**src/rtl/mmio_pkg.sv**
```systemverilog
package mmio_pkg;

    // bus geometry
    localparam int addr_width = 16;
    localparam int data_width = 64;
    localparam int byte_lanes = data_width / 8;

    // data ram, 4 KiB of doublewords
    localparam int ram_words = 512;
    localparam int ram_addr_width = $clog2(ram_words);
    localparam logic [addr_width-1:0] ram_base = 16'h0000;
    localparam logic [addr_width-1:0] ram_len = 16'h1000;

    // one doubleword slot per peripheral
    localparam logic [addr_width-1:0] kbd_addr = 16'h1000;
    localparam logic [addr_width-1:0] swt_addr = 16'h1008;
    localparam logic [addr_width-1:0] rtc_addr = 16'h1010;
    localparam logic [addr_width-1:0] seg_addr = 16'h1018;
    localparam logic [addr_width-1:0] led_addr = 16'h1020;
    localparam logic [addr_width-1:0] periph_len = 16'd8;

    // peripheral field widths
    localparam int kb_width = 8;
    localparam int swt_width = 8;
    localparam int seg_width = 32;
    localparam int led_width = 16;
    localparam int rtc_width = 32;

    // clocks per real-time tick
    localparam int rtc_div = 4;

    // store access size, loads always return a full doubleword
    typedef enum logic [1:0] {
        size_byte  = 2'd0,
        size_half  = 2'd1,
        size_word  = 2'd2,
        size_dword = 2'd3
    } size_t;

    // bus masters, core wins a collision
    typedef enum logic {
        master_core = 1'b0,
        master_host = 1'b1
    } master_t;

    // one-cycle strobe request
    typedef struct packed {
        logic                  strobe;
        logic                  write;
        size_t                 size;
        logic [addr_width-1:0] addr;
        logic [data_width-1:0] wdata;
        master_t               master;
    } mmio_req_t;

    // read response, tagged with the asking master
    typedef struct packed {
        logic                  valid;
        logic                  fault;
        master_t               master;
        logic [data_width-1:0] rdata;
    } mmio_rsp_t;

endpackage

```
**src/rtl/peripheral_regs.sv**
```systemverilog
module peripheral_regs (
    input  logic                               clk,
    input  logic                               reset,
    input  logic                               seg_we,
    input  logic                               led_we,
    input  logic [mmio_pkg::data_width-1:0]    wdata,
    output logic [mmio_pkg::seg_width-1:0]     seg,
    output logic [mmio_pkg::led_width-1:0]     led,
    output logic [mmio_pkg::rtc_width-1:0]     rtc_value
);

    // prescaler, wraps every rtc_div clocks
    logic [$clog2(mmio_pkg::rtc_div)-1:0] presc;
    logic                                 tick;

    assign tick = (presc == $bits(presc)'(mmio_pkg::rtc_div - 1));

    // display registers take the low bits of the store
    always_ff @(posedge clk) begin
        if (reset) begin
            seg <= '0;
            led <= '0;
        end else begin
            if (seg_we) begin
                seg <= wdata[mmio_pkg::seg_width-1:0];
            end
            if (led_we) begin
                led <= wdata[mmio_pkg::led_width-1:0];
            end
        end
    end

    // free-running counter
    always_ff @(posedge clk) begin
        if (reset) begin
            presc <= '0;
            rtc_value <= '0;
        end else begin
            if (tick) begin
                presc <= '0;
                rtc_value <= rtc_value + 1'b1;
            end else begin
                presc <= presc + 1'b1;
            end
        end
    end

endmodule

```
**config.mk**
```make
export PLATFORM = sky130hd
export DESIGN_NAME = peripheral_regs
export DESIGN_NICKNAME = d
export VERILOG_FILES = /design/src/rtl/mmio_pkg.sv /design/src/rtl/peripheral_regs.sv
export SDC_FILE = /design/constraint.sdc
export NUM_CORES = 1
export LEC_CHECK = 0
export BUFFER_PORTS_ARGS = -buffer_cell sky130_fd_sc_hd__buf_2
export CAP_MARGIN = 5
export CORE_MARGIN = 1
export CORE_UTILIZATION = 50
export CTS_CLUSTER_DIAMETER = 80
export CTS_CLUSTER_SIZE = 10
export DETAILED_ROUTE_END_ITERATION = 6
export GPL_TIMING_DRIVEN = 1
export PLACE_DENSITY = 0.82
export SETUP_SLACK_MARGIN = 0.2
export SLEW_MARGIN = 20
export SYNTH_ARGS = -nofsm -noshare
export SYNTH_HDL_FRONTEND = slang
export SYNTH_SLANG_ARGS = --single-unit
```
**constraint.sdc**
```tcl
create_clock -name clk -period 2.91 [get_ports clk]
set_input_delay 0.1455 -clock clk [delete_from_list [all_inputs] [get_ports clk]]
set_output_delay 0.1455 -clock clk [all_outputs]
set_load 0.02 [all_outputs]
```
==> impl_metrics.ini <==
[cells_and_area]
synthToLayoutAreaGrowth_pct = 26.6
antenna-diode-count = 0
layout-drive-gt1-share_pct = 30.8
fin_area_um2 = 4160
final_util_pct = 65.5
nets = 523
stdcell_count = 535

[synthesis]
syn-cell-area_um2 = 3280
synthTopCellsByArea = dfxtp_1 50%, mux2i_1 15%, nor2_1 7.4%
synth.distinct_cells = 29
syn-num-nets = 415
yosys_warnings = 0
synth_top_area_share_pct = 50.0
yosys_register_bits = 82
syn_inst = 345
seq_area_frac_synth_pct = 50.0
syn_area_per_cell_um2 = 9.52
synth_top_area_cell = dfxtp_1

[pwr]
vdd_drop_max_v = 0.000429
pwr_density_cell_nw_per_um2 = 597
power_mw = 2.48
p_leak_nw = 1.95

[drt]
wl_um = 7030
wl_per_cell_um = 13.1
vias_per_cell = 5.32
vias = 2847
ant_nets = 0
drt-initial-drc-count = 108
drc = 0
drt_first_pass_iters = 4

[timing]
drv_slew = 0
rsz0062_at_grt = no
finalSetupTns_ns = 0
fin_hold_ws_ns = 0.0392
finalHoldViolCount = 0
fmax_mhz = 465
finalSetupViolCount = 0
layout_setup_ws_ns = 0.759
fin_skew_ns = 0.00668
slew_headroom_pct = 38.6
worst_slew_pin_slew_ns = 0.922
post-route-min-period_ns = 2.15
min_period_over_period_pct = 73.9

[critical_path]
cp.required_ns = 3.17
worstPathArrival_ns = 2.41
cpPeakStageDelay_ns = 0.54
slowest_stage = or3_1
cp-end-kind = flop
critical_path_buf_inv_count = 0
crit_path_start_kind = flop
crit_chain = ha_1, nand4_1, or3_1, or4_1, a21oi_1
critPathKind = flop to flop
cp_max_fo = 10
path_delay_family = simple AND/OR/NAND/NOR gates

[die]
pin_count = 148
start_util_pct = 51.7
die-area_um2 = 6900
fp.dieW_um = 83.1
rows = 29
fp.dieH_um = 83.1
core_area_um2 = 6350

[clocking]
cts-buffers-inserted = 9
clk_pin_slew_ns = 0.08
cts_buffer_depth = 2
clkLatencyLatePin_ns = 0.33
h-tree-depth = 3
cts_tree = done
cts_root_buf = clkbuf_8
cts-resized-gates = 0
postCtsHoldBufs = 0
cts_sinks = 82
post_cts_buffers = 0

[hold_path]
timing.hold.worst.class = primary input to flop

[placed_design]
dp_cells = 519
io_buffers = 115
gp_congestion = 0.774
dpl.hpwl_um = 5020
pre_cts_ws_ns = 0.777
dpl_cell_area_um2 = 3890

[global_route]
grt_pass1_wl_um = 12000
grtUsageTotal_pct = 21.1
grt_max_degree = 49
grt_overflow = 0
antenna_found_initial = 0
grt_pass1_vias = 2704

[run]
max_cap_viol_count = 0

[outcome]
outcome = completed
## synthesized netlist by cell type, drive strengths merged
library cell / instances
clkbuf: 11
a21oi: 15
xor2: 5
nor3b: 1
buf: 10
ha: 2
mux2i: 49
nand2: 8
or4: 12
o21ai: 6
nand4: 11
dfxtp: 82
nor3: 7
and3: 3
or2: 2
o31ai: 9
nor2b: 5
nor2: 65
mux2: 5
xnor2: 6
or3: 7
nand3: 11
nor4: 4
inv: 7
and4: 2
## area by class of cell
type                    count  area (um^2)
repair buffers            118          598
clock inverters             5          125
well taps                  77         96.3
inverters                   7         26.3
flip-flops and latches     82         1640
clock buffers              11          141
multi-input cells         235         1530
fillers                   518         2190
## worst paths after layout
path                startpoint            end  slack, ns  cells past startpoint
setup reg to reg  rtc_value[0]  rtc_value[28]       0.76                      5
setup / recovery  rtc_value[0]  rtc_value[28]       0.76                      5
hold reg to reg       presc[0]       presc[0]       0.44                      1
hold / removal       wdata[30]        seg[30]       0.04                      3
## power breakdown
group	total, mW	internal [mW]	switching (mW)
sequential	1.19	1.17	0.0230
clock	1.07	0.680	0.387
combinational	0.228	0.0914	0.136
## cells by family after synthesis
| kind of cell | count (synthesis) | share of synthesized area (%) |
|---|---|---|
| and+or+nand+nor | 138 | 21.0 |
| buffers and inverters | 28 | 3.43 |
| xor gates and xnor gates | 11 | 2.93 |
| DFF | 82 | 50.0 |
| muxes | 54 | 16.6 |
| adders and majority gates | 2 | 0.762 |
| AOI/OAI and AO/OA | 30 | 5.26 |
## state kept, by name, summed over array words and instances, names as in the netlist
signal and cells:
led 16, presc 2, rtc_value 32, seg 32
## cells in the final DEF (no fill, tap or decap)
master,netlist,routed
dfxtp_1,82,82
bufinv_16,0,4
or2_0,1,1
and3_1,3,3
nand3_1,11,11
or4_4,1,1
o31ai_1,9,9
or4_1,11,11
nor2_1,65,65
nor3b_1,1,1
mux2_2,5,5
clkbuf_1,11,1
clkbuf_8,0,10
or2_2,1,1
nand4_2,1,1
or3_1,7,7
a21oi_1,15,15
buf_2,0,115
xnor2_1,6,6
nand2_1,8,8
and4_1,2,2
mux2i_1,49,49
buf_4,0,3
clkinv_2,0,1
xor2_1,5,5
inv_1,7,7
nand4_1,10,10
nor3_1,7,7
o21ai_0,6,6
nor2b_1,5,5
ha_1,2,2
nor4_1,4,4
## tightest hold or removal path: cells and delay by family
kind          cells  cell delay (ns)
buf+inv           1             0.07
mux               1             0.05
simple gates      1             0.07
## metal layers
layer | wire [um] | share of wire (%) | GRT usage, %
met1 | 3100 | 44 | 24.6
met2 | 3410 | 48 | 36.6
met3 | 430 | 6.1 | 5.86
met4 | 87 | 1.2 | 8.46
met5 | 0 | 0 | 0
No activity file was read; power rests on OpenSTA's default activity.
