[config.mk]
export PLATFORM = sky130hd
export DESIGN_NAME = mmio_decoder
export DESIGN_NICKNAME = d
export VERILOG_FILES = /design/src/rtl/mmio_pkg.sv /design/src/rtl/mmio_decoder.sv
export SDC_FILE = /design/constraint.sdc
export NUM_CORES = 1
export LEC_CHECK = 0
export BUFFER_PORTS_ARGS = -buffer_cell sky130_fd_sc_hd__buf_2
export CORE_AREA = 2 2 108 110
export CTS_CLUSTER_SIZE = 20
export DETAILED_ROUTE_END_ITERATION = 7
export DIE_AREA = 0 0 110 112
export PLACE_DENSITY_LB_ADDON = 0.12
export SLEW_MARGIN = 25
export SYNTH_ARGS = -nofsm -noshare
export SYNTH_HDL_FRONTEND = slang
export SYNTH_SLANG_ARGS = --single-unit
[constraint.sdc]
create_clock -name clk -period 2.7 [get_ports clk]
set_input_delay 0.27 -clock clk [delete_from_list [all_inputs] [get_ports clk]]
set_output_delay 0.27 -clock clk [all_outputs]
set_load 0.03 [all_outputs]
[src/rtl/mmio_pkg.sv]
package mmio_pkg;

    // bus geometry
    localparam int addr_width = 16;
    localparam int data_width = 64;
    localparam int byte_lanes = data_width / 8;

    // data ram, 4 KiB of doublewords
    localparam int ram_words = 512;
    localparam int ram_addr_width = $clog2(ram_words);
    localparam logic [addr_width-1:0] ram_base = 16'h0000;
    localparam logic [addr_width-1:0] ram_len = 16'h1000;

    // one doubleword slot per peripheral
    localparam logic [addr_width-1:0] kbd_addr = 16'h1000;
    localparam logic [addr_width-1:0] swt_addr = 16'h1008;
    localparam logic [addr_width-1:0] rtc_addr = 16'h1010;
    localparam logic [addr_width-1:0] seg_addr = 16'h1018;
    localparam logic [addr_width-1:0] led_addr = 16'h1020;
    localparam logic [addr_width-1:0] periph_len = 16'd8;

    // peripheral field widths
    localparam int kb_width = 8;
    localparam int swt_width = 8;
    localparam int seg_width = 32;
    localparam int led_width = 16;
    localparam int rtc_width = 32;

    // clocks per real-time tick
    localparam int rtc_div = 4;

    // store access size, loads always return a full doubleword
    typedef enum logic [1:0] {
        size_byte  = 2'd0,
        size_half  = 2'd1,
        size_word  = 2'd2,
        size_dword = 2'd3
    } size_t;

    // bus masters, core wins a collision
    typedef enum logic {
        master_core = 1'b0,
        master_host = 1'b1
    } master_t;

    // one-cycle strobe request
    typedef struct packed {
        logic                  strobe;
        logic                  write;
        size_t                 size;
        logic [addr_width-1:0] addr;
        logic [data_width-1:0] wdata;
        master_t               master;
    } mmio_req_t;

    // read response, tagged with the asking master
    typedef struct packed {
        logic                  valid;
        logic                  fault;
        master_t               master;
        logic [data_width-1:0] rdata;
    } mmio_rsp_t;

endpackage

[src/rtl/mmio_decoder.sv]
module mmio_decoder (
    input  logic                                  clk,
    input  logic                                  reset,
    input  mmio_pkg::mmio_req_t                   bus_req,
    output mmio_pkg::mmio_rsp_t                   rsp,
    output logic                                  ram_we,
    output logic [mmio_pkg::ram_addr_width-1:0]   ram_addr,
    input  logic [mmio_pkg::data_width-1:0]       ram_rdata,
    input  logic [mmio_pkg::kb_width-1:0]         kb_data,
    input  logic                                  kb_ready,
    output logic                                  kb_pop,
    input  logic [mmio_pkg::swt_width-1:0]        swt,
    input  logic [mmio_pkg::rtc_width-1:0]        rtc_value,
    output logic                                  seg_we,
    output logic                                  led_we
);

    // region hits for the current bus address
    logic hit_ram;
    logic hit_kbd;
    logic hit_swt;
    logic hit_rtc;
    logic hit_seg;
    logic hit_led;
    logic hit_any;

    // bus qualifiers
    logic rd;
    logic wr;

    // non-ram read data, picked in the request cycle
    logic [mmio_pkg::data_width-1:0] rd_mux;

    // response registers
    logic                            rsp_valid_q;
    logic                            fault_q;
    logic                            ram_sel_q;
    mmio_pkg::master_t               master_q;
    logic [mmio_pkg::data_width-1:0] rdata_q;

    function automatic logic in_range(
        input logic [mmio_pkg::addr_width-1:0] addr,
        input logic [mmio_pkg::addr_width-1:0] base,
        input logic [mmio_pkg::addr_width-1:0] len
    );
        return (addr >= base) && (addr < base + len);
    endfunction

    assign hit_ram = in_range(bus_req.addr, mmio_pkg::ram_base, mmio_pkg::ram_len);
    assign hit_kbd = in_range(bus_req.addr, mmio_pkg::kbd_addr, mmio_pkg::periph_len);
    assign hit_swt = in_range(bus_req.addr, mmio_pkg::swt_addr, mmio_pkg::periph_len);
    assign hit_rtc = in_range(bus_req.addr, mmio_pkg::rtc_addr, mmio_pkg::periph_len);
    assign hit_seg = in_range(bus_req.addr, mmio_pkg::seg_addr, mmio_pkg::periph_len);
    assign hit_led = in_range(bus_req.addr, mmio_pkg::led_addr, mmio_pkg::periph_len);
    assign hit_any = hit_ram | hit_kbd | hit_swt | hit_rtc | hit_seg | hit_led;

    assign rd = bus_req.strobe & ~bus_req.write;
    assign wr = bus_req.strobe & bus_req.write;

    // write enables; kbd, swt and rtc are read-only and drop writes
    assign ram_we = wr & hit_ram;
    assign seg_we = wr & hit_seg;
    assign led_we = wr & hit_led;

    // doubleword index inside the ram region
    assign ram_addr = bus_req.addr[3 +: mmio_pkg::ram_addr_width];

    // pop only when a key is actually there
    assign kb_pop = rd & hit_kbd & kb_ready;

    // zero-extended sources; seg and led are write-only and read as zero
    always_comb begin
        rd_mux = '0;
        if (hit_kbd && kb_ready) begin
            rd_mux[mmio_pkg::kb_width-1:0] = kb_data;
        end else if (hit_swt) begin
            rd_mux[mmio_pkg::swt_width-1:0] = swt;
        end else if (hit_rtc) begin
            rd_mux[mmio_pkg::rtc_width-1:0] = rtc_value;
        end
    end

    // response control
    always_ff @(posedge clk) begin
        if (reset) begin
            rsp_valid_q <= 1'b0;
            fault_q <= 1'b0;
            ram_sel_q <= 1'b0;
        end else begin
            rsp_valid_q <= rd;
            fault_q <= rd & ~hit_any;
            ram_sel_q <= rd & hit_ram;
        end
    end

    // response payload
    always_ff @(posedge clk) begin
        if (rd) begin
            master_q <= bus_req.master;
            rdata_q <= rd_mux;
        end
    end

    // ram data arrives one cycle late, so pick it here
    always_comb begin
        rsp.valid = rsp_valid_q;
        rsp.fault = fault_q;
        rsp.master = master_q;
        rsp.rdata = ram_sel_q ? ram_rdata : rdata_q;
    end

endmodule

==> flow_summary.json <==
{
  "synth.avg_cell_area_um2": 11.8,
  "synth_adder_area_share": 0,
  "hold_class": "in -> reg",
  "synthMuxAreaShare": 0.161,
  "critPathRequiredTime_ps": 2430,
  "fmax_ghz": 0.487,
  "cts_inserted_buffers": 5,
  "start_kind": "flip-flop",
  "dpl_cell_area_mm2": 0.00334,
  "core_area_mm2": 0.0112,
  "crit_type": "reg -> out",
  "chipHeight_um": 112,
  "ys_warn_count": 0,
  "num_vias": 2172,
  "grt_usage": 0.101,
  "synthXorXnorAreaFrac": 0,
  "worstSetupEndpointType": "output pin",
  "start_util": 0.200,
  "drcViolationCount": 0,
  "synth_compound_area_frac": 0.0667,
  "antenna_found_initial": 0,
  "power.total_mw": 1.46,
  "leakage_nw": 1.57,
  "cts_hold_buf": 0,
  "cts.repair.resized": 0,
  "htreeDepth": 2,
  "nets": 585,
  "async_reset_ff_frac": 0,
  "worstPathArrival_ps": 1780,
  "place_ws_ps": 871,
  "slew_viol_final": 0,
  "path_max_fanout": 35,
  "syn-instance-count": 189,
  "power_density_mw_per_mm2": 419,
  "yosys_register_bits": 36,
  "dieArea_mm2": 0.0123,
  "wl_um": 6560,
  "synth_top_family_by_area": "simple AND/OR/NAND/NOR gates",
  "grt-ovfl-total": 0,
  "drive_gt1_frac": 0.663,
  "area_delta_synth_final_pct": 55.9,
  "portBuffers": 210,
  "mostFrequentLayoutCell": "buf_2",
  "yosysUniqueCellTypes": 29,
  "cts.path.max_buffers": 2,
  "layout_common_cells": "buf_2 (210), and2_1 (56), edfxtp_1 (33)",
  "rsz0062_at_grt": "false",
  "grt_max_degree": 36,
  "seq_area_frac_synth": 0.471,
  "postCtsSetupRepairBufs": 0,
  "row_count": 39,
  "grt_pass1_vias": 2062,
  "final-hold-violation-count": 0,
  "finalSetupViolCount": 0,
  "syn_nets": 389,
  "cts_tree": "built",
  "synthesis.area_mm2": 0.00223,
  "firstDrtPassIters": 4,
  "drt-initial-drc-count": 51,
  "grt_pass1_wl_um": 9640,
  "max_slew_margin": 0.585,
  "fin_ws_ps": 649,
  "post-dp-hpwl_um": 5340,
  "gp_congestion": 0.752,
  "yosys.area_share.simple": 0.226,
  "ant_nets": 0,
  "final_area_mm2": 0.00348,
  "peakVddDrop_uv": 226,
  "synth_edf_count": 33,
  "fin_crit_ps": 2050,
  "die_width_um": 110,
  "diodes": 0,
  "drv_cap": 0,
  "cts-root-buf": "clkbuf_16",
  "min_period_over_period": 0.760,
  "setup_tns_ps": 0,
  "outcome": "finished, final reports clean",
  "ios": 280,
  "ys.flop_type": "edfxtp_1",
  "clk_pin_slew_ps": 60,
  "clkSinkCount": 36,
  "wl_per_cell_um": 12.4,
  "vias_per_cell": 4.11,
  "tightestPinTransition_ps": 621
}
==> through the flow <==
step           utilization  std cells  hold slack [ps]
6_report             0.311        529              170
5_1_grt              0.311        529              162
4_1_cts              0.311        529              164
3_5_place_dp         0.299        521              452
3_3_place_gp         0.299        521              450
2_1_floorplan            -        189              346
==> critical path, stage by stage (launching register included) <==
cell,delay (ps)
dfxtp_2,710
buf_12,250
mux2_2,340
buf_2,180
==> synthesized netlist by cell type (all sizes together), types with 2 or more instances <==
library cell   n  area share
a22oi          8       0.027
and2          56        0.16
and4           2      0.0090
buf           20       0.066
clkbuf         4      0.0067
dfxtp          3       0.027
edfxtp        33        0.44
mux2          32        0.16
nand2          2      0.0034
nand3          2      0.0045
nor2           2      0.0034
nor2b          4       0.011
nor3           3      0.0090
nor4           2      0.0084
o2bb2ai        8       0.031
==> report_power, final <==
part | internal, mW | switching (mW)
combinational | 0.123 | 0.148
clock | 0.339 | 0.204
sequential | 0.634 | 0.00850
total | 1.10 | 0.361
==> worst paths after layout <==
path	from	depth (start not counted)	slack [ps]	endpoint
worst max-delay path	ram_sel_q	3	650	rsp[18]
worst min-delay path	bus_req[0]	1	170	master_q
==> final cells by class <==
type | count | area, um2
clock buffers | 7 | 133
clock inverters | 1 | 3.75
fillers | 1181 | 7690
inverters | 1 | 3.75
multi-input cells | 128 | 1020
flip-flops and latches | 36 | 1050
well taps | 143 | 179
repair buffers | 213 | 1090
==> per-layer routing <==
layer  global-route usage  wire length [um]  part of all wire
met3               0.0187               707              0.11
met4               0.0329                49            0.0075
met2                0.195              3480              0.53
met5                    0                 0                 0
met1                0.105              2320              0.35
==> logic make-up after synthesis <==
logic type	after synthesis
and+or+nand+nor	77
DFF	36
muxes	32
buffers and inverters	25
AOI/OAI and AO/OA	19
==> sequential cells by signal (all words and copies together), names as in the netlist <==
register	cells
ram_sel_q	1
rsp_valid_q	1
master_q	1
fault_q	1
rdata_q	32
(Power assumes the default switching activity.)
