[src/rtl/mmio_pkg.sv]
package mmio_pkg;

    // bus geometry
    localparam int addr_width = 16;
    localparam int data_width = 64;
    localparam int byte_lanes = data_width / 8;

    // data ram, 4 KiB of doublewords
    localparam int ram_words = 512;
    localparam int ram_addr_width = $clog2(ram_words);
    localparam logic [addr_width-1:0] ram_base = 16'h0000;
    localparam logic [addr_width-1:0] ram_len = 16'h1000;

    // one doubleword slot per peripheral
    localparam logic [addr_width-1:0] kbd_addr = 16'h1000;
    localparam logic [addr_width-1:0] swt_addr = 16'h1008;
    localparam logic [addr_width-1:0] rtc_addr = 16'h1010;
    localparam logic [addr_width-1:0] seg_addr = 16'h1018;
    localparam logic [addr_width-1:0] led_addr = 16'h1020;
    localparam logic [addr_width-1:0] periph_len = 16'd8;

    // peripheral field widths
    localparam int kb_width = 8;
    localparam int swt_width = 8;
    localparam int seg_width = 32;
    localparam int led_width = 16;
    localparam int rtc_width = 32;

    // clocks per real-time tick
    localparam int rtc_div = 4;

    // store access size, loads always return a full doubleword
    typedef enum logic [1:0] {
        size_byte  = 2'd0,
        size_half  = 2'd1,
        size_word  = 2'd2,
        size_dword = 2'd3
    } size_t;

    // bus masters, core wins a collision
    typedef enum logic {
        master_core = 1'b0,
        master_host = 1'b1
    } master_t;

    // one-cycle strobe request
    typedef struct packed {
        logic                  strobe;
        logic                  write;
        size_t                 size;
        logic [addr_width-1:0] addr;
        logic [data_width-1:0] wdata;
        master_t               master;
    } mmio_req_t;

    // read response, tagged with the asking master
    typedef struct packed {
        logic                  valid;
        logic                  fault;
        master_t               master;
        logic [data_width-1:0] rdata;
    } mmio_rsp_t;

endpackage

[src/rtl/bus_arbiter.sv]
module bus_arbiter (
    input  logic                clk,
    input  logic                reset,
    input  mmio_pkg::mmio_req_t core_req,
    input  mmio_pkg::mmio_req_t host_req,
    output mmio_pkg::mmio_req_t bus_req
);

    // one-entry deferral slot
    logic                pend_valid;
    mmio_pkg::mmio_req_t pend_req;

    // slot update for the next cycle
    logic                pend_load;
    mmio_pkg::mmio_req_t pend_next;

    // priority: pending, then core, then host
    always_comb begin
        bus_req = '0;
        pend_load = 1'b0;
        pend_next = host_req;
        if (pend_valid) begin
            bus_req = pend_req;
            // the stored master strobed last cycle, so at most one new strobe here
            if (core_req.strobe) begin
                pend_load = 1'b1;
                pend_next = core_req;
            end else if (host_req.strobe) begin
                pend_load = 1'b1;
            end
        end else if (core_req.strobe) begin
            bus_req = core_req;
            // collision, host goes next cycle
            pend_load = host_req.strobe;
        end else if (host_req.strobe) begin
            bus_req = host_req;
        end
    end

    // slot drains every cycle it is full
    always_ff @(posedge clk) begin
        if (reset) begin
            pend_valid <= 1'b0;
        end else begin
            pend_valid <= pend_load;
        end
    end

    // stored request keeps its own master tag
    always_ff @(posedge clk) begin
        if (pend_load) begin
            pend_req <= pend_next;
        end
    end

endmodule

[config.mk]
export PLATFORM = sky130hd
export DESIGN_NAME = bus_arbiter
export DESIGN_NICKNAME = d
export VERILOG_FILES = /design/src/rtl/mmio_pkg.sv /design/src/rtl/bus_arbiter.sv
export SDC_FILE = /design/constraint.sdc
export NUM_CORES = 1
export LEC_CHECK = 0
export BUFFER_PORTS_ARGS = -buffer_cell sky130_fd_sc_hd__buf_4
export CORE_ASPECT_RATIO = 0.8
export CORE_MARGIN = 2
export CORE_UTILIZATION = 54
export CTS_BUF_LIST = sky130_fd_sc_hd__clkbuf_8
export DETAILED_ROUTE_END_ITERATION = 10
export PLACE_DENSITY = 0.89
export SETUP_SLACK_MARGIN = 0.3
export SYNTH_ARGS = -nofsm -noshare
export SYNTH_HDL_FRONTEND = slang
export SYNTH_SLANG_ARGS = --single-unit
[constraint.sdc]
create_clock -name clk -period 12.2 [get_ports clk]
set_input_delay 0.61 -clock clk [delete_from_list [all_inputs] [get_ports clk]]
set_output_delay 0.61 -clock clk [all_outputs]
set_load 0.02 [all_outputs]
==> results of run 1 <==
==> cells by family (layout without fill, tap and decap cells) <==
group	Yosys count	in the layout	synth area share
compound gates	170	170	0.141
buf+inv	58	278	0.0501
flops	86	86	0.426
mux	84	84	0.187
simple gates	174	174	0.196
==> flip-flops by register name, indices dropped and copies added, names as in the netlist <==
name,count
pend_valid,1
pend_req,85
==> area by class of cell <==
class / count / area, sq um
flip-flops and latches: 86 / 2580
repair buffers: 261 / 1960
fillers: 786 / 2800
clock buffers: 9 / 124
multi-input cells: 428 / 3180
inverters: 1 / 3.75
well taps: 144 / 180
clock inverters: 7 / 66.3
==> report_power, final <==
| group | internal (mW) | total [mW] | switching, mW | leakage (nW) |
|---|---|---|---|---|
| Sequential | 0.348 | 0.355 | 0.00682 | 0.808 |
| Clock | 0.0932 | 0.195 | 0.101 | 0.0941 |
| Combinational | 0.126 | 0.257 | 0.131 | 2.46 |
| Total | 0.568 | 0.806 | 0.239 | 3.37 |
==> routing by layer <==
layer / share of wire / track usage
met1: 0.40 / 0.347
met2: 0.50 / 0.479
met3: 0.073 / 0.0544
met5: 0 / 0
met4: 0.026 / 0.0999
==> path summary, 6_finish.rpt <==
| check | end | startpoint | slack, ns |
|---|---|---|---|
| min | pend_valid$_SDFF_PP0_ | reset | 0.42 |
| min reg2reg | pend_req[84]$_DFFE_PP_ | pend_valid$_SDFF_PP0_ | 1.10 |
| max | bus_req[11] | core_req[84] | 9.03 |
| max reg2reg | pend_req[58]$_DFFE_PP_ | pend_valid$_SDFF_PP0_ | 9.05 |
==> per-stage QoR <==
step	setup WS (ns)	instance area (sq um)	hold slack, ns
CTS	9.08	8090	0.404
global route	8.81	8090	0.402
finish	9.03	8090	0.421
global placement	9.20	7900	0.784
detailed placement	9.10	7900	0.782
floorplan	7.01	6040	0.689
==> cells in the final DEF (no fill, tap or decap), drive strengths merged <==
master,n
inv,2
nand2,1
mux2,84
a21oi,170
nor2,2
nor3,2
nand3b,84
edfxtp,85
clkinv,3
nor2b,84
nand2b,1
bufinv,1
clkinvlp,2
clkbuf,9
buf,261
dfxtp,1
==> results.py, run 1 <==
metrics = {
    "outcome": {
        "outcome": "finished, final reports clean",
    },
    "timing": {
        "min_period_ns": 3.17,
        "worst_pin_slew_ns": 1.10,
        "min_period_over_period": 0.260,
        "rsz0062_at_grt": "false",
        "setup_viol": 0,
        "max_slew_margin": 0.269,
        "finClkSkew_ns": 0.0155,
        "fmax_mhz": 315,
        "hold_viol": 0,
        "slew_violations": 0,
        "finalSetupTns_ns": 0,
    },
    "setup_path": {
        "crit_fanout": 110,
        "crit_buf_inv": 3,
        "path_cells": "buf_4, buf_4, a21oi_1, a21oi_1, buf_4",
        "critical_path.top_delay_family": "buffers and inverters",
        "critPathSlowestCell": "buf_4",
        "crit_type": "in -> out",
        "cp.required_ns": 11.59,
        "r2r_cells": 4,
        "cp_slowest_stage_delay_ns": 0.79,
        "crit_path_end_kind": "primary output",
        "arrival_ns": 2.56,
        "cpMostUsedCell": "buf_4",
        "crit_path_start_kind": "input pin",
        "path_depth": 5,
    },
    "global_routing": {
        "grt_pass1_wl_microns": 26300,
        "antenna_found_initial": 0,
        "grt_pass1_vias": 5287,
        "grt_max_degree": 132,
        "track_usage": 0.278,
        "overflow": 0,
    },
    "floorplanning": {
        "die_h_microns": 98.6,
        "die_w_microns": 122,
        "coreArea_sq_um": 10900,
        "rows": 34,
        "start_util": 0.555,
        "dieArea_sq_um": 12100,
        "num_io_pins": 257,
    },
    "cells_and_area": {
        "antenna_cells": 0,
        "area_delta_synth_final_pct": 33.9,
        "drive_above_1_share": 0.457,
        "final_util": 0.743,
        "final_cells": 936,
        "nets": 959,
    },
    "pwr": {
        "p_per_area_nw_per_um2": 99.7,
        "p_leak_nw": 3.37,
        "total_power_mw": 0.806,
        "ir_drop_uv": 56.2,
    },
    "yosys": {
        "yosys-top-cells-area": "edfxtp_1 (42%), a21oi_1 (14%), mux2_4 (12%)",
        "synth_top_cell_by_area": "edfxtp_1",
        "synth.avg_cell_area_sq_um": 10.6,
        "yosysSeqAreaShare": 0.426,
        "ys_warn_count": 0,
        "synth_enable_flop_cells": 85,
        "syn_area_sq_um": 6040,
        "ys_ff_latch": 86,
        "synth.most_common_cell": "a21oi_1",
        "synth.net_count": 744,
        "synth_ff_type": "edfxtp_1",
        "async_reset_ff_frac": 0,
        "synth_cell_types": 16,
        "synth_common_cells": "a21oi_1 (170), edfxtp_1 (85), nand3b_1 (84), nor2b_1 (84), mux2_4 (49)",
        "synth_top_area_frac": 0.422,
        "syn_inst": 572,
    },
    "drt": {
        "dr.pass1.iters": 5,
        "drt_iter0_markers": 398,
        "via_per_inst": 5.74,
        "wire_per_inst_microns": 18.3,
        "wirelength_microns": 17100,
        "ant_nets": 0,
        "drc": 0,
        "num_vias": 5369,
    },
    "hold_path": {
        "hold_path_class": "in -> reg",
        "hold_depth": 2,
    },
    "run": {
        "drv_cap": 0,
    },
    "clock_tree": {
        "clockRootBuffer": "clkbuf_8",
        "post_cts.repair.setup_buffers": 0,
        "clk_path_buf_depth": 2,
        "clkTransAtPathRegs_ns": 0.07,
        "cts_tree": "built",
        "cts_buffers": 9,
        "numClockSinks": 86,
        "insertion_delay_ns": 0.36,
        "cts-resized-gates": 0,
        "htree_levels": 3,
        "cts-hold-fix-buffers": 0,
    },
    "placed_design": {
        "portBuffers": 256,
        "gp_congestion": 0.826,
        "dpl.cell_count": 920,
        "post-dp-hpwl_microns": 11700,
    },
}
Power figures use the tool's default switching activity.
==> inputs of run 2 (changes only) <==
--- a/config.mk
+++ b/config.mk
@@ -8,10 +8,10 @@
 export BUFFER_PORTS_ARGS = -buffer_cell sky130_fd_sc_hd__buf_4
 export CORE_ASPECT_RATIO = 0.8
 export CORE_MARGIN = 2
-export CORE_UTILIZATION = 54
+export CORE_UTILIZATION = 50
 export CTS_BUF_LIST = sky130_fd_sc_hd__clkbuf_8
 export DETAILED_ROUTE_END_ITERATION = 10
-export PLACE_DENSITY = 0.89
+export PLACE_DENSITY = 0.83
 export SETUP_SLACK_MARGIN = 0.3
 export SYNTH_ARGS = -nofsm -noshare
 export SYNTH_HDL_FRONTEND = slang
==> constraint.sdc (replaced) <==
create_clock -name clk -period 3.3 [get_ports clk]
set_input_delay 0.165 -clock clk [delete_from_list [all_inputs] [get_ports clk]]
set_output_delay 0.165 -clock clk [all_outputs]
set_load 0.02 [all_outputs]
==> results.py, run 2 (synthesized netlist as in run 1, its figures left out) <==
metrics = {
    "timing": {
        "fmax_mhz": 365,
        "rsz0062_at_grt": "false",
        "setup_viol": 0,
        "slew_violations": 0,
        "max_slew_margin": 0.169,
        "finClkSkew_ns": 0.00598,
        "hold_viol": 0,
        "worst_slack_ns": 0.557,
        "worst_pin_slew_ns": 1.25,
        "finalSetupTns_ns": 0,
        "min_period_ns": 2.74,
        "min_period_over_period": 0.831,
        "timing.hold.ws_ns": 0.117,
    },
    "clock_tree": {
        "cts_tree": "built",
        "clkTransAtPathRegs_ns": 0.08,
        "cts_buffers": 9,
        "numClockSinks": 86,
        "clk_path_buf_depth": 2,
        "clockRootBuffer": "clkbuf_8",
        "post_cts.repair.setup_buffers": 0,
        "insertion_delay_ns": 0.35,
        "htree_levels": 3,
    },
    "setup_path": {
        "path_cells": "buf_4, buf_4, a21oi_1, a21oi_1, buf_4",
        "cpMostUsedCell": "buf_4",
        "arrival_ns": 2.58,
        "critical_path.top_delay_family": "buffers and inverters",
        "crit_path_start_kind": "flop",
        "cp.required_ns": 3.13,
        "crit_buf_inv": 3,
        "crit_type": "reg -> out",
        "cp_slowest_stage_delay_ns": 0.72,
        "critPathSlowestCell": "buf_4",
        "crit_fanout": 88,
        "crit_path_end_kind": "primary output",
    },
    "pwr": {
        "p_leak_nw": 3.40,
        "p_per_area_nw_per_um2": 365,
        "ir_drop_uv": 250,
        "total_power_mw": 2.97,
    },
    "global_routing": {
        "grt_max_degree": 143,
        "grt_pass1_wl_microns": 26100,
        "grt_pass1_vias": 5396,
        "track_usage": 0.253,
        "antenna_found_initial": 0,
        "overflow": 0,
    },
    "drt": {
        "drt_iter0_markers": 346,
        "wire_per_inst_microns": 18.3,
        "ant_nets": 0,
        "num_vias": 5438,
        "drc": 0,
        "wirelength_microns": 17200,
        "via_per_inst": 5.77,
        "dr.pass1.iters": 5,
    },
    "cells_and_area": {
        "area_delta_synth_final_pct": 34.7,
        "antenna_cells": 0,
        "nets": 963,
        "largestRegisters": "pend_req x85, pend_valid x1",
        "final_common_cell": "buf_4",
        "drive_above_1_share": 0.459,
        "n_fill_cell": 866,
        "most-common-layout-cells": "buf_4 (262), a21oi_1 (170), edfxtp_1 (85), nand3b_1 (84), nor2b_1 (84)",
        "largest-register": "pend_req",
        "final_area_sq_um": 8140,
        "largest_register_ffs": 85,
    },
    "placed_design": {
        "post-dp-hpwl_microns": 11800,
        "place_ws_ns": 0.946,
        "portBuffers": 256,
        "place_area_sq_um": 7950,
        "gp_congestion": 0.840,
    },
    "floorplanning": {
        "num_io_pins": 257,
        "die_w_microns": 127,
        "die_h_microns": 102,
        "dieArea_sq_um": 13000,
        "coreArea_sq_um": 11600,
        "rows": 35,
        "start_util": 0.519,
    },
    "hold_path": {
        "hold_path_class": "in -> reg",
    },
    "run": {
        "drv_cap": 0,
    },
    "outcome": {
        "outcome": "finished, final reports clean",
    },
}
-- run 2: worst paths after layout --
| check | cells past startpoint | startpoint | slack [ns] | end |
|---|---|---|---|---|
| setup / recovery | 5 | pend_valid$_SDFF_PP0_ | 0.56 | bus_req[63] |
| hold reg to reg | 2 | pend_valid$_SDFF_PP0_ | 0.62 | pend_valid$_SDFF_PP0_ |
| setup reg to reg | 3 | pend_valid$_SDFF_PP0_ | 1.39 | pend_req[1]$_DFFE_PP_ |
| hold / removal | 2 | core_req[60] | 0.12 | pend_req[60]$_DFFE_PP_ |
-- run 2: area by class of cell --
class / instances / area, sq um / area share
multi-input cells: 428 / 3180 / 0.391
flip-flops and latches: 86 / 2580 / 0.317
repair buffers: 265 / 2020 / 0.248
well taps: 148 / 185 / 0.0228
clock buffers: 9 / 124 / 0.0152
clock inverters: 6 / 53.8 / 0.00661
inverters: 1 / 3.75 / 0.000461
-- run 2: stage by stage --
stage,util,std cells
floorplan,-,572
global placement,0.683,927
detailed placement,0.683,927
CTS,0.699,943
global route,0.699,943
finish,0.699,943
-- run 2: power breakdown --
group	leakage [nW]	internal, mW	switching (mW)	total, mW
Clock	0.0961	0.338	0.368	0.706
Sequential	0.808	1.29	0.0189	1.31
Combinational	2.49	0.474	0.487	0.960
-- run 2: routing by layer --
layer,global-route usage,up-vias,share of wire
li1,-,2532,-
met3,0.0571,34,0.068
met1,0.301,2635,0.40
met2,0.455,237,0.51
met4,0.0921,0,0.024
met5,0,-,0
-- run 2: worst reg2reg max path, cell delays in order (launching register included) --
cell and delay (ns):
dfxtp_4 0.36, nand2_4 0.52, buf_12 0.40, mux2_2 0.39
-- run 2: what timing repair did --
action,CTS,global route
hold buffers,1,0
gates resized for setup,0,0
endpoints found under the hold margin,1,0
setup endpoints to repair,0,0
==> inputs of run 3 (changes only) <==
--- a/config.mk
+++ b/config.mk
@@ -5,13 +5,14 @@
 export SDC_FILE = /design/constraint.sdc
 export NUM_CORES = 1
 export LEC_CHECK = 0
+export ABC_AREA = 1
 export BUFFER_PORTS_ARGS = -buffer_cell sky130_fd_sc_hd__buf_4
 export CORE_ASPECT_RATIO = 0.8
 export CORE_MARGIN = 2
-export CORE_UTILIZATION = 50
+export CORE_UTILIZATION = 46
 export CTS_BUF_LIST = sky130_fd_sc_hd__clkbuf_8
 export DETAILED_ROUTE_END_ITERATION = 10
-export PLACE_DENSITY = 0.83
+export PLACE_DENSITY = 0.8
 export SETUP_SLACK_MARGIN = 0.3
 export SYNTH_ARGS = -nofsm -noshare
 export SYNTH_HDL_FRONTEND = slang
==> constraint.sdc (replaced) <==
create_clock -name clk -period 2.5 [get_ports clk]
set_input_delay 0.125 -clock clk [delete_from_list [all_inputs] [get_ports clk]]
set_output_delay 0.125 -clock clk [all_outputs]
set_load 0.02 [all_outputs]
==> results.py, run 3 <==
metrics = {
    "setup_path": {
        "cp.required_ns": 2.38,
        "cpMostUsedCell": "nor2_1",
        "r2r_cells": 5,
        "crit_path_end_kind": "primary output",
        "crit_fanout": 85,
        "arrival_ns": 1.87,
        "crit_path_start_kind": "flop",
        "crit_type": "reg -> out",
        "cp_slowest_stage_delay_ns": 0.37,
        "path_cells": "inv_4, buf_12, nand2_1, nor2_1, nor2_1, buf_4",
        "critPathSlowestCell": "dfxtp_4",
    },
    "timing": {
        "setup_viol": 0,
        "max_slew_margin": 0.408,
        "finClkSkew_ns": 0.0109,
        "finalSetupTns_ns": 0,
        "slew_violations": 0,
        "min_period_over_period": 0.797,
        "worst_pin_slew_ns": 0.888,
        "worst_slack_ns": 0.507,
        "fmax_mhz": 502,
        "hold_viol": 0,
        "timing.hold.ws_ns": 0.0414,
        "rsz0062_at_grt": "false",
        "min_period_ns": 1.99,
    },
    "yosys": {
        "async_reset_ff_frac": 0,
        "synth.avg_cell_area_sq_um": 6.21,
        "synth_enable_flop_cells": 85,
        "synth.most_common_cell": "nand2_1",
        "synth_top_area_frac": 0.408,
        "synth_top_cell_by_area": "edfxtp_1",
        "syn_area_sq_um": 6260,
        "synth_cell_types": 14,
        "synth_common_cells": "nand2_1 (435), nor2_1 (327), edfxtp_1 (85)",
        "synth.net_count": 1180,
        "syn_inst": 1008,
        "ys_ff_latch": 86,
        "yosysSeqAreaShare": 0.411,
        "yosys-top-cells-area": "edfxtp_1 (41%), nand2_1 (26%), nor2_1 (20%)",
        "ys_warn_count": 0,
        "synth_ff_type": "edfxtp_1",
    },
    "cells_and_area": {
        "final_cells": 1400,
        "final_common_cell": "nand2_1",
        "largestRegisters": "pend_req x85, pend_valid x1",
        "largest_register_ffs": 85,
        "largest-register": "pend_req",
        "most-common-layout-cells": "nand2_1 (433), nor2_1 (327), buf_4 (262), edfxtp_1 (85), nand3_1 (80)",
        "drive_above_1_share": 0.236,
        "final_util": 0.627,
        "final_area_sq_um": 8410,
        "nets": 1387,
        "antenna_cells": 0,
        "area_delta_synth_final_pct": 34.3,
    },
    "floorplanning": {
        "num_io_pins": 257,
        "rows": 38,
        "die_w_microns": 134,
        "dieArea_sq_um": 14600,
        "start_util": 0.467,
        "coreArea_sq_um": 13400,
        "die_h_microns": 108,
    },
    "run": {
        "drv_cap": 0,
    },
    "drt": {
        "drc": 0,
        "wire_per_inst_microns": 13.4,
        "dr.pass1.iters": 5,
        "via_per_inst": 5.00,
        "drt_iter0_markers": 604,
        "num_vias": 7002,
        "ant_nets": 0,
        "wirelength_microns": 18800,
    },
    "global_routing": {
        "grt_pass1_vias": 6003,
        "antenna_found_initial": 0,
        "track_usage": 0.245,
        "grt_max_degree": 90,
        "overflow": 0,
        "grt_pass1_wl_microns": 28700,
    },
    "clock_tree": {
        "cts_buffers": 9,
        "cts_tree": "built",
        "clockRootBuffer": "clkbuf_8",
        "numClockSinks": 86,
        "htree_levels": 3,
        "clkTransAtPathRegs_ns": 0.09,
        "clk_path_buf_depth": 2,
        "insertion_delay_ns": 0.35,
    },
    "pwr": {
        "p_per_area_nw_per_um2": 501,
        "p_leak_nw": 4.48,
        "ir_drop_uv": 281,
        "total_power_mw": 4.21,
    },
    "placed_design": {
        "post-dp-hpwl_microns": 12700,
        "portBuffers": 256,
        "dpl.cell_count": 1383,
        "place_ws_ns": 0.786,
        "gp_congestion": 0.838,
        "place_area_sq_um": 8160,
    },
    "hold_path": {
        "hold_path_class": "in -> reg",
        "hold_depth": 3,
    },
    "outcome": {
        "outcome": "finished, final reports clean",
    },
}
-- run 3: cell types whose count changed after synthesis, moves of 3 or more --
cell,previous run,this run
nor2b_1,84,0
nand3b_1,84,0
buf_4,2,9
nand3_1,0,80
a21oi_1,170,0
clkbuf_1,23,6
buf_6,6,3
nor2_1,2,327
buf_2,26,53
mux2_2,35,0
nand2_1,0,435
mux2_4,49,0
-- run 3: worst paths after layout --
check | start | to | slack, ns
worst max register to register | pend_valid$_SDFF_PP0_ | pend_req[10]$_DFFE_PP_ | 0.96
worst min-delay path | host_req[21] | pend_req[21]$_DFFE_PP_ | 0.04
worst max-delay path | pend_valid$_SDFF_PP0_ | bus_req[29] | 0.51
worst min register to register | pend_valid$_SDFF_PP0_ | pend_req[84]$_DFFE_PP_ | 0.63
-- run 3: area by class of cell --
class                           instances  area, sq um
Fill cell                            1273         4990
Clock buffer                            9          124
Multi-Input combinational cell        845         3280
Clock inverter                          7          114
Inverter                                4         21.3
Tap cell                              180          225
Sequential cell                        86         2580
Timing Repair Buffer                  269         2070
-- run 3: per-layer routing --
| layer | GRT usage | up-vias | wire length, microns |
|---|---|---|---|
| met3 | 0.0549 | 21 | 1890 |
| li1 | - | 3537 | - |
| met5 | 0 | - | 0 |
| met1 | 0.327 | 3088 | 7780 |
| met2 | 0.402 | 356 | 8790 |
| met4 | 0.0699 | 0 | 293 |
-- run 3: kinds of logic after synthesis --
family                 synth area share
AO/OA/AOI/OAI                   0.00160
buffers and inverters            0.0661
flip-flops                        0.411
AND/OR/NAND/NOR                   0.522
-- run 3: where the power goes --
group | switching [mW] | leakage (nW) | internal (mW)
logic | 0.770 | 3.54 | 0.546
registers | 0.0266 | 0.819 | 1.71
clock network | 0.502 | 0.118 | 0.659
total | 1.30 | 4.48 | 2.91
-- run 3: repair_timing --
item | in CTS | in global routing
hold buffers | 1 | 0
endpoints found under the hold margin | 1 | 0
resized for setup | 0 | 2
endpoints found under the setup margin | 0 | 10
buffers inserted | 0 | 0
-- run 3: worst max-delay path: cells and delay by family, from the launching register on --
kind | cells | cell delay, ns
buf+inv | 3 | 0.80
flops | 1 | 0.37
simple gates | 3 | 0.29
